### config.mk
export PLATFORM = sky130hd
export DESIGN_NAME = spi_rx_capture
export DESIGN_NICKNAME = d
export VERILOG_FILES = /design/src/design/spi_solo_pkg.sv /design/src/design/spi_rx_capture.sv
export SDC_FILE = /design/constraint.sdc
export NUM_CORES = 1
export LEC_CHECK = 0
export BUFFER_PORTS_ARGS = -buffer_cell sky130_fd_sc_hd__buf_2
export CAP_MARGIN = 30
export CORE_AREA = 2 2 39 41
export CTS_CLUSTER_SIZE = 12
export DETAILED_ROUTE_END_ITERATION = 10
export DIE_AREA = 0 0 41 43
export SYNTH_ARGS = -nofsm -noshare
export SYNTH_HDL_FRONTEND = slang
export SYNTH_SLANG_ARGS = --single-unit
### constraint.sdc
create_clock -name i_ext_spi_clk_x -period 0.85 [get_ports i_ext_spi_clk_x]
set_input_delay 0.0425 -clock i_ext_spi_clk_x [delete_from_list [all_inputs] [get_ports i_ext_spi_clk_x]]
set_output_delay 0.0425 -clock i_ext_spi_clk_x [all_outputs]
set_load 0.02 [all_outputs]
### src/design/spi_solo_pkg.sv
////////////////////////////////////////
// Shared widths and types of the SPI master
// Lengths are limited to 1023 bytes per phase
////////////////////////////////////////
package spi_solo_pkg;

  ////////////////////////////////////////
  // Widths and framing constants
  ////////////////////////////////////////
  typedef logic [7:0] byte_t;  // One data byte

  localparam int LEN_W   = 10;         // Byte-count field, 0 to 1023
  localparam int WAIT_W  = 5;          // Wait field, up to 31 SCK periods
  localparam int TIMER_W = LEN_W + 3;  // Bit timer holds 8 * max length
  localparam int SS_CYC  = 4;          // SCK periods per framing state

  ////////////////////////////////////////
  // Transaction state
  ////////////////////////////////////////
  typedef enum logic [2:0] {
    IDLE,     // Bus parked, csn high
    START_D,  // Deselect lead-in
    START_S,  // Chip-select setup
    TX,       // Shift out TX bytes
    WAIT,     // Dummy clocks between TX and RX
    RX,       // Shift in RX bytes
    STOP_S,   // Chip-select hold
    STOP_D    // Deselect tail
  } spi_state_e;

  // Command as latched on go
  typedef struct packed {
    logic [LEN_W-1:0]  tx_len;    // Bytes to send
    logic [LEN_W-1:0]  rx_len;    // Bytes to receive
    logic [WAIT_W-1:0] wait_cyc;  // Idle SCK periods after TX
  } spi_cmd_t;

  // Bus pins driven by the master
  typedef struct packed {
    logic sck;   // Mode 0, idles low
    logic csn;   // Active low select
    logic copi;  // Controller out
  } spi_pins_t;

endpackage : spi_solo_pkg

### src/design/spi_rx_capture.sv
////////////////////////////////////////
// CIPO passes a two-flop synchronizer
// Strobes are delayed two clocks to match it
////////////////////////////////////////
module spi_rx_capture (
  input  logic                i_ext_spi_clk_x,
  input  logic                i_srst,
  input  logic                cipo_i,
  input  logic                rx_sample_i,
  input  logic                rx_last_i,
  output logic                rx_push_o,
  output spi_solo_pkg::byte_t rx_byte_o
);
  import spi_solo_pkg::*;

  logic [1:0] cipo_sync_q;   // [1] is the synchronized bit
  logic [1:0] sample_dly_q;  // Sample strobe, aligned to cipo_sync_q[1]
  logic [1:0] last_dly_q;    // Last-bit flag, same alignment
  byte_t      shift_q;       // Bits gathered so far, MSB first
  logic       bit_now;

  assign bit_now = cipo_sync_q[1];

  // Synchronizer and matching strobe delay
  always_ff @(posedge i_ext_spi_clk_x) begin
    if (i_srst) begin
      cipo_sync_q  <= '0;
      sample_dly_q <= '0;
      last_dly_q   <= '0;
    end else begin
      cipo_sync_q  <= {cipo_sync_q[0], cipo_i};
      sample_dly_q <= {sample_dly_q[0], rx_sample_i};
      last_dly_q   <= {last_dly_q[0], rx_sample_i & rx_last_i};
    end
  end

  // Shift path
  always_ff @(posedge i_ext_spi_clk_x) begin
    if (sample_dly_q[1]) begin
      shift_q <= {shift_q[6:0], bit_now};
    end
  end

  // Completed byte includes the bit shifted on this clock
  assign rx_push_o = sample_dly_q[1] & last_dly_q[1];
  assign rx_byte_o = {shift_q[6:0], bit_now};  // FIFO drops it when full

endmodule : spi_rx_capture

* Word level (Yosys, flattened, before mapping)
Cells that the tools add are included.
Storage, ports and cells: RAM bits 0, bits in registers 13, memories 0, logic and storage cells 6, bits of input ports 5, latch bits 0, output and inout bits 9, ROM bits 0
Operators by class: div/mod/pow operators 0, equality and inequality tests 0, order comparisons 0, reduce and logical (&&, ||, !) cells 0, bitwise gates (word level) 2, mux-type cells 0, multipliers 0, shift-type cells 0, add/subtract/negate cells 0
Operators with widths (number):
- 1-bit AND | 2

* Depth between registers and ports, before layout
Gate-level depths: netlist (run 1).
depth after elaboration 1, mapped depth 1

* Least setup slack after synthesis (run 1)
No wires, ideal clock.
path type flip-flop to flip-flop, from register shift_q[0], to register shift_q[1], data pin, stages on the path, launching flop included 1, data arrival time 0.459 ns, setup time 0.305 ns, required time 0.545 ns, path slack 0.086 ns, path buffers 0, clock period less this slack 0.764 ns, cell sequence edfxtp_1
RTL lines:
- from (decl) | RTL line spi_rx_capture.sv:19 | byte_t shift_q;
- from (signal assigned) | RTL line spi_rx_capture.sv:40 | shift_q <= {shift_q[6:0], bit_now};
No word-level cell between the ends.

* Worst setup path in the final report (run 1)
from register sample_dly_q[1], to output rx_push_o
On the way: longest elaborated chain between the ends 1
RTL lines:
- from (decl) | RTL line spi_rx_capture.sv:17 | logic [1:0] sample_dly_q;
- from (signal assigned) | RTL line spi_rx_capture.sv:32 | sample_dly_q <= {sample_dly_q[0], rx_sample_i};
- 1-bit AND | RTL line spi_rx_capture.sv:45 | assign rx_push_o = sample_dly_q[1] & last_dly_q[1];
- to (decl) | RTL line spi_rx_capture.sv:11 | output logic rx_push_o,
Every way passes these cells.

==> impl_metrics.tcl, run 1 <==
set metrics [dict create \
    drt_iter0_drc 0 \
    syn_to_final_growth_pct 54.4 \
    clockBufferDepth 2 \
    ios 14 \
    wl_um 538 \
    setup_ws_ns -0.0397 \
    setup_violations 6 \
    rows 14 \
    wl_met2_um 260 \
    die_y_um 43 \
    fmaxAchievable_mhz 1120 \
    htreeDepth 1 \
    viasPerCell 3.90 \
    critical-path-max-stage-delay_ns 0.34 \
    relSlewSlack_pct 93.2 \
    routabilityCongestion 0.510 \
    yosysWarnings 0 \
    critPathSlowestCell "dfxtp_4" \
    root_buffer "clkbuf_4" \
    fillers 135 \
    core-area_mm2 0.00138 \
    violations "negative setup slack" \
    clk_latency_ns 0.26 \
    cts_tree "done" \
    synth_top_area_share_pct 52.8 \
    clk_pin_slew_ns 0.07 \
    start_kind "flop" \
    seqPwrFrac_pct 63.6 \
    vdd_drop_max_mv 0.679 \
    required_ns 0.81 \
    hold_viol_final 0 \
    hold_class "in -> reg" \
    status "finished with violations" \
    grtUsageTotal_pct 7.44 \
    swShare_pct 17.2 \
    p_sw_uw 182 \
    grt_pass1_wl_um 828 \
    grt_overflow 0 \
    crit_path_max_fanout 2 \
    dieArea_mm2 0.00176 \
    synth_area_leaders "edfxtp_1, dfxtp_1, and2b_2, and3b_2, buf_4" \
    maxCapViolCount 0 \
    utilization_pct 44.4 \
    layout.nets 51 \
    drive_gt1_share_pct 68.9 \
    vias 238 \
    synth.avg_cell_area_um2 18.9 \
    port_buffers 13 \
    crit_type "reg -> out" \
    syn_area_um2 398 \
    critPathCaptureType "output pin" \
    synth_top_area_cell "edfxtp_1" \
    leakage_nw 0.291 \
    tns_ns -0.0713 \
    ys_seq_elements 13 \
    met1Wirelength_um 209 \
    period_minus_slack_ns 0.890 \
    syn_nets 26 \
    grt_pass1_vias 230 \
    tightest_slew_ns 0.102 \
    post-route-period-util_pct 105 \
    intPower_uw 875 \
    die_x_um 41 \
    synth_cell_type_count 6 \
    wl_met3_um 68 \
    antenna_found_initial 0 \
    cts_num_sinks 13 \
    antenna_left 0 \
    drt_first_pass_iters 1 \
    path_cells "and2_4 -> buf_6" \
    finClkSkew_ns 0.00112 \
    p_comb_share_pct 3.8 \
    diodes 0 \
    highest-signal-layer "met3" \
    maxSlewViolCount 0 \
    wl_per_cell_um 8.82 \
    layout_common_cells "buf_6, buf_4, edfxtp_1" \
    syn_inst 21 \
    ys_seq_area_share_pct 83.0 \
    initial_core_util_pct 28.8 \
    rsz0062_at_grt "yes" \
    arrival_ns 0.85 \
    numCtsBuffers 3 \
    grt_max_degree 8 \
    drc 0 \
    clkPwrFrac_pct 32.6 \
    p_per_area_mw_per_mm2 1720 \
]
[final timing paths]
kind,slack (ns),cells past startpoint,end,startpoint
min,0.01,2,sample_dly_q[0],rx_sample_i
max reg2reg,0.06,1,shift_q[6],shift_q[5]
max,-0.04,2,rx_push_o,sample_dly_q[1]
min reg2reg,0.44,0,shift_q[0],cipo_sync_q[1]
[worst max-delay path, delay by kind of cell (launching register included)]
kind | cells | cell delay (ns)
flip-flops | 1 | 0.34
AND/OR/NAND/NOR | 1 | 0.13
buffers and inverters | 1 | 0.12
[power by group through the flow]
stage	Combinational (mW)	Sequential [mW]	Clock, mW
3_3_place_gp	0.0287	0.691	0
3_5_place_dp	0.0298	0.692	0
5_1_grt	0.0443	0.674	0.401
4_1_cts	0.0410	0.672	0.368
6_report	0.0401	0.672	0.345
2_1_floorplan	0.0180	0.691	0
[registers in the layout, indices dropped and copies added (netlist names)]
| register | count |
|---|---|
| shift_q | 7 |
| cipo_sync_q | 2 |
| last_dly_q | 2 |
| sample_dly_q | 2 |
[repair_timing]
item                       CTS  global route
gates resized for setup      9             8
pin swaps                    1             0
cloned                       0             0
buffers inserted             7             0
hold endpoints to repair     1             0
setup endpoints to repair    7             7
hold buffers                 1             0
[kinds of logic (layout without fill, tap and decap cells)]
logic type / count (synthesis) / after routing / share of synthesized area [%]
buffers and inverters: 1 / 25 / 1.89
DFF: 13 / 13 / 83.0
and+or+nand+nor: 7 / 7 / 15.1
[Yosys cell counts (all sizes together)]
master and number:
edfxtp 7, buf 1, and3b 1, dfxtp 6, and2 1, and2b 5
[metal layers]
metal,up-vias,track usage [%]
met3,0,3.14
met2,14,11.9
met4,0,6.00
met1,105,6.76
li1,119,-
met5,-,0
[final cells by class]
| class | count | area [µm²] | area share (%) |
|---|---|---|---|
| flip-flops and latches | 13 | 334 | 54.4 |
| repair buffers | 21 | 171 | 27.9 |
| multi-input cells | 7 | 62.6 | 10.2 |
| clock buffers | 4 | 26.3 | 4.28 |
| well taps | 16 | 20.0 | 3.26 |
[stage by stage]
| step | instances | setup slack, ns | total power, mW | hold WS [ns] | area, µm² |
|---|---|---|---|---|---|
| after global placement | 49 | 0.0414 | 0.720 | 0.267 | 475 |
| after CTS | 61 | -0.0526 | 1.08 | 0.00380 | 589 |
| after global routing | 61 | -0.0712 | 1.12 | 0.00334 | 614 |
| after floorplan | 21 | 0.0860 | 0.709 | 0.185 | 398 |
| final | 61 | -0.0397 | 1.06 | 0.0111 | 614 |
| after detailed placement | 49 | 0.00976 | 0.722 | 0.267 | 475 |
No activity file was read; power rests on OpenSTA's default activity.
==> run 2: changes to the inputs <==
Settings changed: RECOVER_POWER from default to 25.
==> run 2 against run 1 <==
  * The flow still finishes with violations (negative setup slack)
  * Via count unchanged
  * Combinational power decreased by 2%
  * Worst setup slack did not move
  * Core utilization is 0.090 points lower
  * Sequential cell count did not move
  * Largest power group unchanged
  * Highest routed layer unchanged
==> impl_metrics.tcl, run 2 (synthesis gave the netlist of run 1 again) <==
set metrics [dict create \
    vias 238 \
    cts_num_sinks 13 \
    largest_register "shift_q" \
    fin_area_um2 613 \
    diodes 0 \
    largest_reg_flops 7 \
    maxCapViolCount 0 \
    core-area_mm2 0.00138 \
    root_buffer "clkbuf_4" \
    wl_per_cell_um 8.82 \
    drive_gt1_share_pct 66.7 \
    leakage_nw 0.288 \
    period_minus_slack_ns 0.890 \
    clk_pin_slew_ns 0.07 \
    drt_iter0_drc 0 \
    wl_um 538 \
    crit_path_max_fanout 2 \
    vdd_drop_max_mv 0.676 \
    violations "negative setup slack" \
    initial_core_util_pct 28.8 \
    clockBufferDepth 2 \
    start_kind "flop" \
    post-route-period-util_pct 105 \
    viasPerCell 3.90 \
    placed_area_um2 475 \
    relSlewSlack_pct 88.6 \
    dieArea_mm2 0.00176 \
    grt_pass1_vias 230 \
    setup_violations 6 \
    worstSetupStartpoint "sample_dly_q[1]" \
    crit_type "reg -> out" \
    ios 14 \
    numCtsBuffers 3 \
    clk_latency_ns 0.26 \
    drt_first_pass_iters 1 \
    finClkSkew_ns 0.00111 \
    r2r-start "shift_q[5]" \
    drc 0 \
    p_per_area_mw_per_mm2 1720 \
    hold_viol_final 0 \
    setup_ws_ns -0.0397 \
    fmaxAchievable_mhz 1120 \
    layout.nets 51 \
    htreeDepth 1 \
    grtUsageTotal_pct 7.44 \
    routabilityCongestion 0.510 \
    port_buffers 13 \
    rows 14 \
    antenna_left 0 \
    antenna_found_initial 0 \
    required_ns 0.81 \
    maxSlewViolCount 0 \
    hold_class "in -> reg" \
    hold_path_startpoint "rx_sample_i" \
    syn_to_final_growth_pct 54.1 \
    status "finished with violations" \
    die_x_um 41 \
    cts_tree "done" \
    critPathCaptureType "output pin" \
    grt_pass1_wl_um 828 \
    utilization_pct 44.3 \
    arrival_ns 0.85 \
    die_y_um 43 \
    layout_common_cells "buf_6, buf_4, edfxtp_1" \
    grt_max_degree 8 \
    rsz0062_at_grt "yes" \
    grt_overflow 0 \
    tightest_slew_ns 0.172 \
]
-- run 2: power by group --
part / internal (mW) / switching [mW] / leakage, nW
combinational: 0.0243 / 0.0150 / 0.145
clock: 0.181 / 0.164 / 0.0150
sequential: 0.669 / 0.00334 / 0.128
-- run 2: critical path, stage by stage, from the launching register on --
cell and delay [ns]:
dfxtp_4 0.34, and2_4 0.13, buf_6 0.12
-- run 2: repair_timing --
action | CTS | global route
endpoints found under the setup margin | 7 | 7
hold buffers | 1 | 0
resized for setup | 9 | 8
hold endpoints to repair | 1 | 0
pin swaps | 1 | 0
setup buffers | 7 | 0
-- run 2: routing by layer --
metal | track usage, % | vias up | wire length, µm
li1 | - | 119 | -
met1 | 6.76 | 105 | 208
met4 | 6.00 | 0 | 0
met5 | 0 | - | 0
met3 | 3.14 | 0 | 69
met2 | 11.9 | 14 | 260
-- run 2: final timing paths --
check / to / slack, ns / cells past startpoint
max: rx_push_o / -0.04 / 2
min: sample_dly_q[0] / 0.01 / 2
max reg2reg: shift_q[6] / 0.06 / 1
min reg2reg: shift_q[0] / 0.44 / 0
-- run 2: area by class of cell --
cell class	instances	area, µm²
Clock buffer	4	26.3
Tap cell	16	20.0
Multi-Input combinational cell	7	62.6
Timing Repair Buffer	21	170
Fill cell	136	771
Sequential cell	13	334
-- run 2: per-stage QoR --
stage / hold WS [ns] / total power [mW] / cells / TNS, ns / setup WS, ns
2_1_floorplan: 0.185 / 0.709 / 21 / 0 / 0.0860
3_3_place_gp: 0.267 / 0.720 / 49 / 0 / 0.0414
3_5_place_dp: 0.267 / 0.722 / 49 / 0 / 0.00976
4_1_cts: 0.00380 / 1.08 / 61 / -0.152 / -0.0526
5_1_grt: 0.00334 / 1.12 / 61 / -0.339 / -0.0712
6_report: 0.0102 / 1.06 / 61 / -0.0712 / -0.0397
==> run 3: changes to the inputs <==
Settings changed: ABC_AREA from default to 1.
==> run 3 against run 2 <==
  * The run still ends with negative setup slack left
  * Maximum frequency grew 1.2%
  * Via count grew 16%
  * Critical path depth shrank 1
  * Sequential cell count unchanged
  * Largest power group unchanged
  * Sequential share of layout area fell by 2.4 points
  * Register-to-register slack is essentially flat
==> impl_metrics.tcl, run 3 <==
set metrics [dict create \
    ios 14 \
    cp_top_family "flip-flops" \
    required_ns 0.81 \
    final_cells 71 \
    finClkSkew_ns 0.00580 \
    syn_inst 28 \
    grt_max_degree 8 \
    layout_common_cells "buf_6, buf_4, edfxtp_1" \
    synth_edf_count 7 \
    timing.hold.ws_ns 0.395 \
    antenna_found_initial 0 \
    hold_class "reg -> reg" \
    ys.flop_type "edfxtp_1" \
    p_per_area_mw_per_mm2 1770 \
    htreeDepth 1 \
    grt_overflow 0 \
    largest_reg_flops 7 \
    core-area_mm2 0.00138 \
    dp_hpwl_um 394 \
    power_mw 1.14 \
    ys_seq_elements 13 \
    arrival_ns 0.84 \
    fillers 137 \
    grt_pass1_wl_um 1010 \
    path_cells "buf_6" \
    crit_type "reg -> out" \
    status "finished with violations" \
    tns_ns -0.139 \
    fmaxAchievable_mhz 1140 \
    synth.avg_cell_area_um2 13.9 \
    relSlewSlack_pct 83.8 \
    root_buffer "clkbuf_4" \
    maxSlewViolCount 0 \
    drt_iter0_drc 0 \
    critPathSlowestCell "edfxtp_1" \
    synth.most_common_cell "edfxtp_1" \
    viasPerCell 3.90 \
    critical-path-max-stage-delay_ns 0.42 \
    tightest_slew_ns 0.243 \
    rows 14 \
    clockBufferDepth 2 \
    routabilityCongestion 0.565 \
    leakage_nw 0.289 \
    hold_viol_final 0 \
    layout.nets 61 \
    crit_buf_inv 1 \
    initial_core_util_pct 28.2 \
    cts_tree "done" \
    drc 0 \
    cts_num_sinks 13 \
    period_minus_slack_ns 0.879 \
    crit_path_max_fanout 2 \
    numCtsBuffers 3 \
    clk_latency_ns 0.27 \
    setup_ws_ns -0.0295 \
    wl_um 690 \
    dp_cells 56 \
    start_kind "flop" \
    vias 277 \
    maxCapViolCount 0 \
    port_buffers 13 \
    setup_violations 7 \
    yosysWarnings 0 \
    ys_seq_area_share_pct 84.6 \
    drt_first_pass_iters 1 \
    async_flop_share_pct 0 \
    grtUsageTotal_pct 9.27 \
    dieArea_mm2 0.00176 \
    synth_top_area_share_pct 53.8 \
    vdd_drop_max_mv 0.859 \
    post-place-ws_ns 0.0165 \
    fin_area_um2 642 \
    die_y_um 43 \
    die_x_um 41 \
    syn_area_um2 390 \
    clk_pin_slew_ns 0.08 \
    ys_top_cells_by_count "edfxtp_1, dfxtp_1, inv_1, nor2_1, nand2_1" \
    utilization_pct 46.4 \
    antenna_left 0 \
    wl_per_cell_um 9.72 \
    drive_gt1_share_pct 45.5 \
    violations "negative setup slack" \
    synth_cell_type_count 6 \
    critPathCaptureType "output pin" \
    synth_area_leaders "edfxtp_1, dfxtp_1, inv_1, nor2_1, buf_4" \
    grt_pass1_vias 272 \
    post-route-period-util_pct 103 \
    largest_register "shift_q" \
    rsz0062_at_grt "yes" \
    final_common_cell "buf_6" \
    placed_area_um2 468 \
    syn_nets 33 \
    syn_to_final_growth_pct 64.4 \
    synth_top_area_cell "edfxtp_1" \
    diodes 0 \
]
-- run 3: cell types whose count changed after synthesis --
cell     before  now
and2_1        1    0
inv_1         0    6
nor2_1        0    6
nand2_1       0    2
and3b_2       1    0
and2b_2       5    0
-- run 3: area by class of cell --
type	instances	area, µm²	share of cell area [%]
Clock buffer	4	26.3	4.09
Inverter	6	22.5	3.51
Multi-Input combinational cell	8	32.5	5.07
Sequential cell	13	334	52.0
Tap cell	16	20.0	3.12
Timing Repair Buffer	24	206	32.2
-- run 3: kinds of logic (layout without fill, tap and decap cells) --
kind of cell	after synthesis	count (layout)	share of synthesized area (%)
flip-flops	13	13	84.6
AND/OR/NAND/NOR	8	8	7.69
buffers and inverters	7	34	7.69
-- run 3: path summary, 6_finish.rpt --
path         cells past startpoint              end            start  slack [ns]
max                              1     rx_byte_o[5]       shift_q[4]       -0.03
min                              2  sample_dly_q[1]  sample_dly_q[0]        0.40
min reg2reg                      2  sample_dly_q[1]  sample_dly_q[0]        0.40
max reg2reg                      1       shift_q[4]       shift_q[3]        0.05
-- run 3: timing repair --
item,4_1_cts,5_1_grt
endpoints found under the setup margin,7,8
resized for setup,10,10
pin swaps,1,0
cloned,0,0
buffers inserted,6,1
hold buffers,4,0
endpoints found under the hold margin,5,0
-- run 3: tightest hold or removal path, stage by stage (launching register included) --
cell	delay, ns
dfxtp_1	0.30
inv_1	0.04
nor2_1	0.03
-- run 3: per-layer routing --
metal / vias to the layer above / part of all wire [%] / global-route usage [%]
met3: 0 / 7.2 / 3.14
met4: 0 / 0 / 8.00
li1: 138 / - / -
met1: 125 / 39 / 9.43
met2: 14 / 53 / 14.1
met5: - / 0 / 0
-- run 3: report_power, final --
part	leakage (nW)	internal [mW]	total [mW]	switching, mW
Sequential	0.115	0.678	0.688	0.00929
Combinational	0.159	0.0473	0.0831	0.0358
Clock	0.0150	0.181	0.367	0.186
Total	0.289	0.907	1.14	0.231
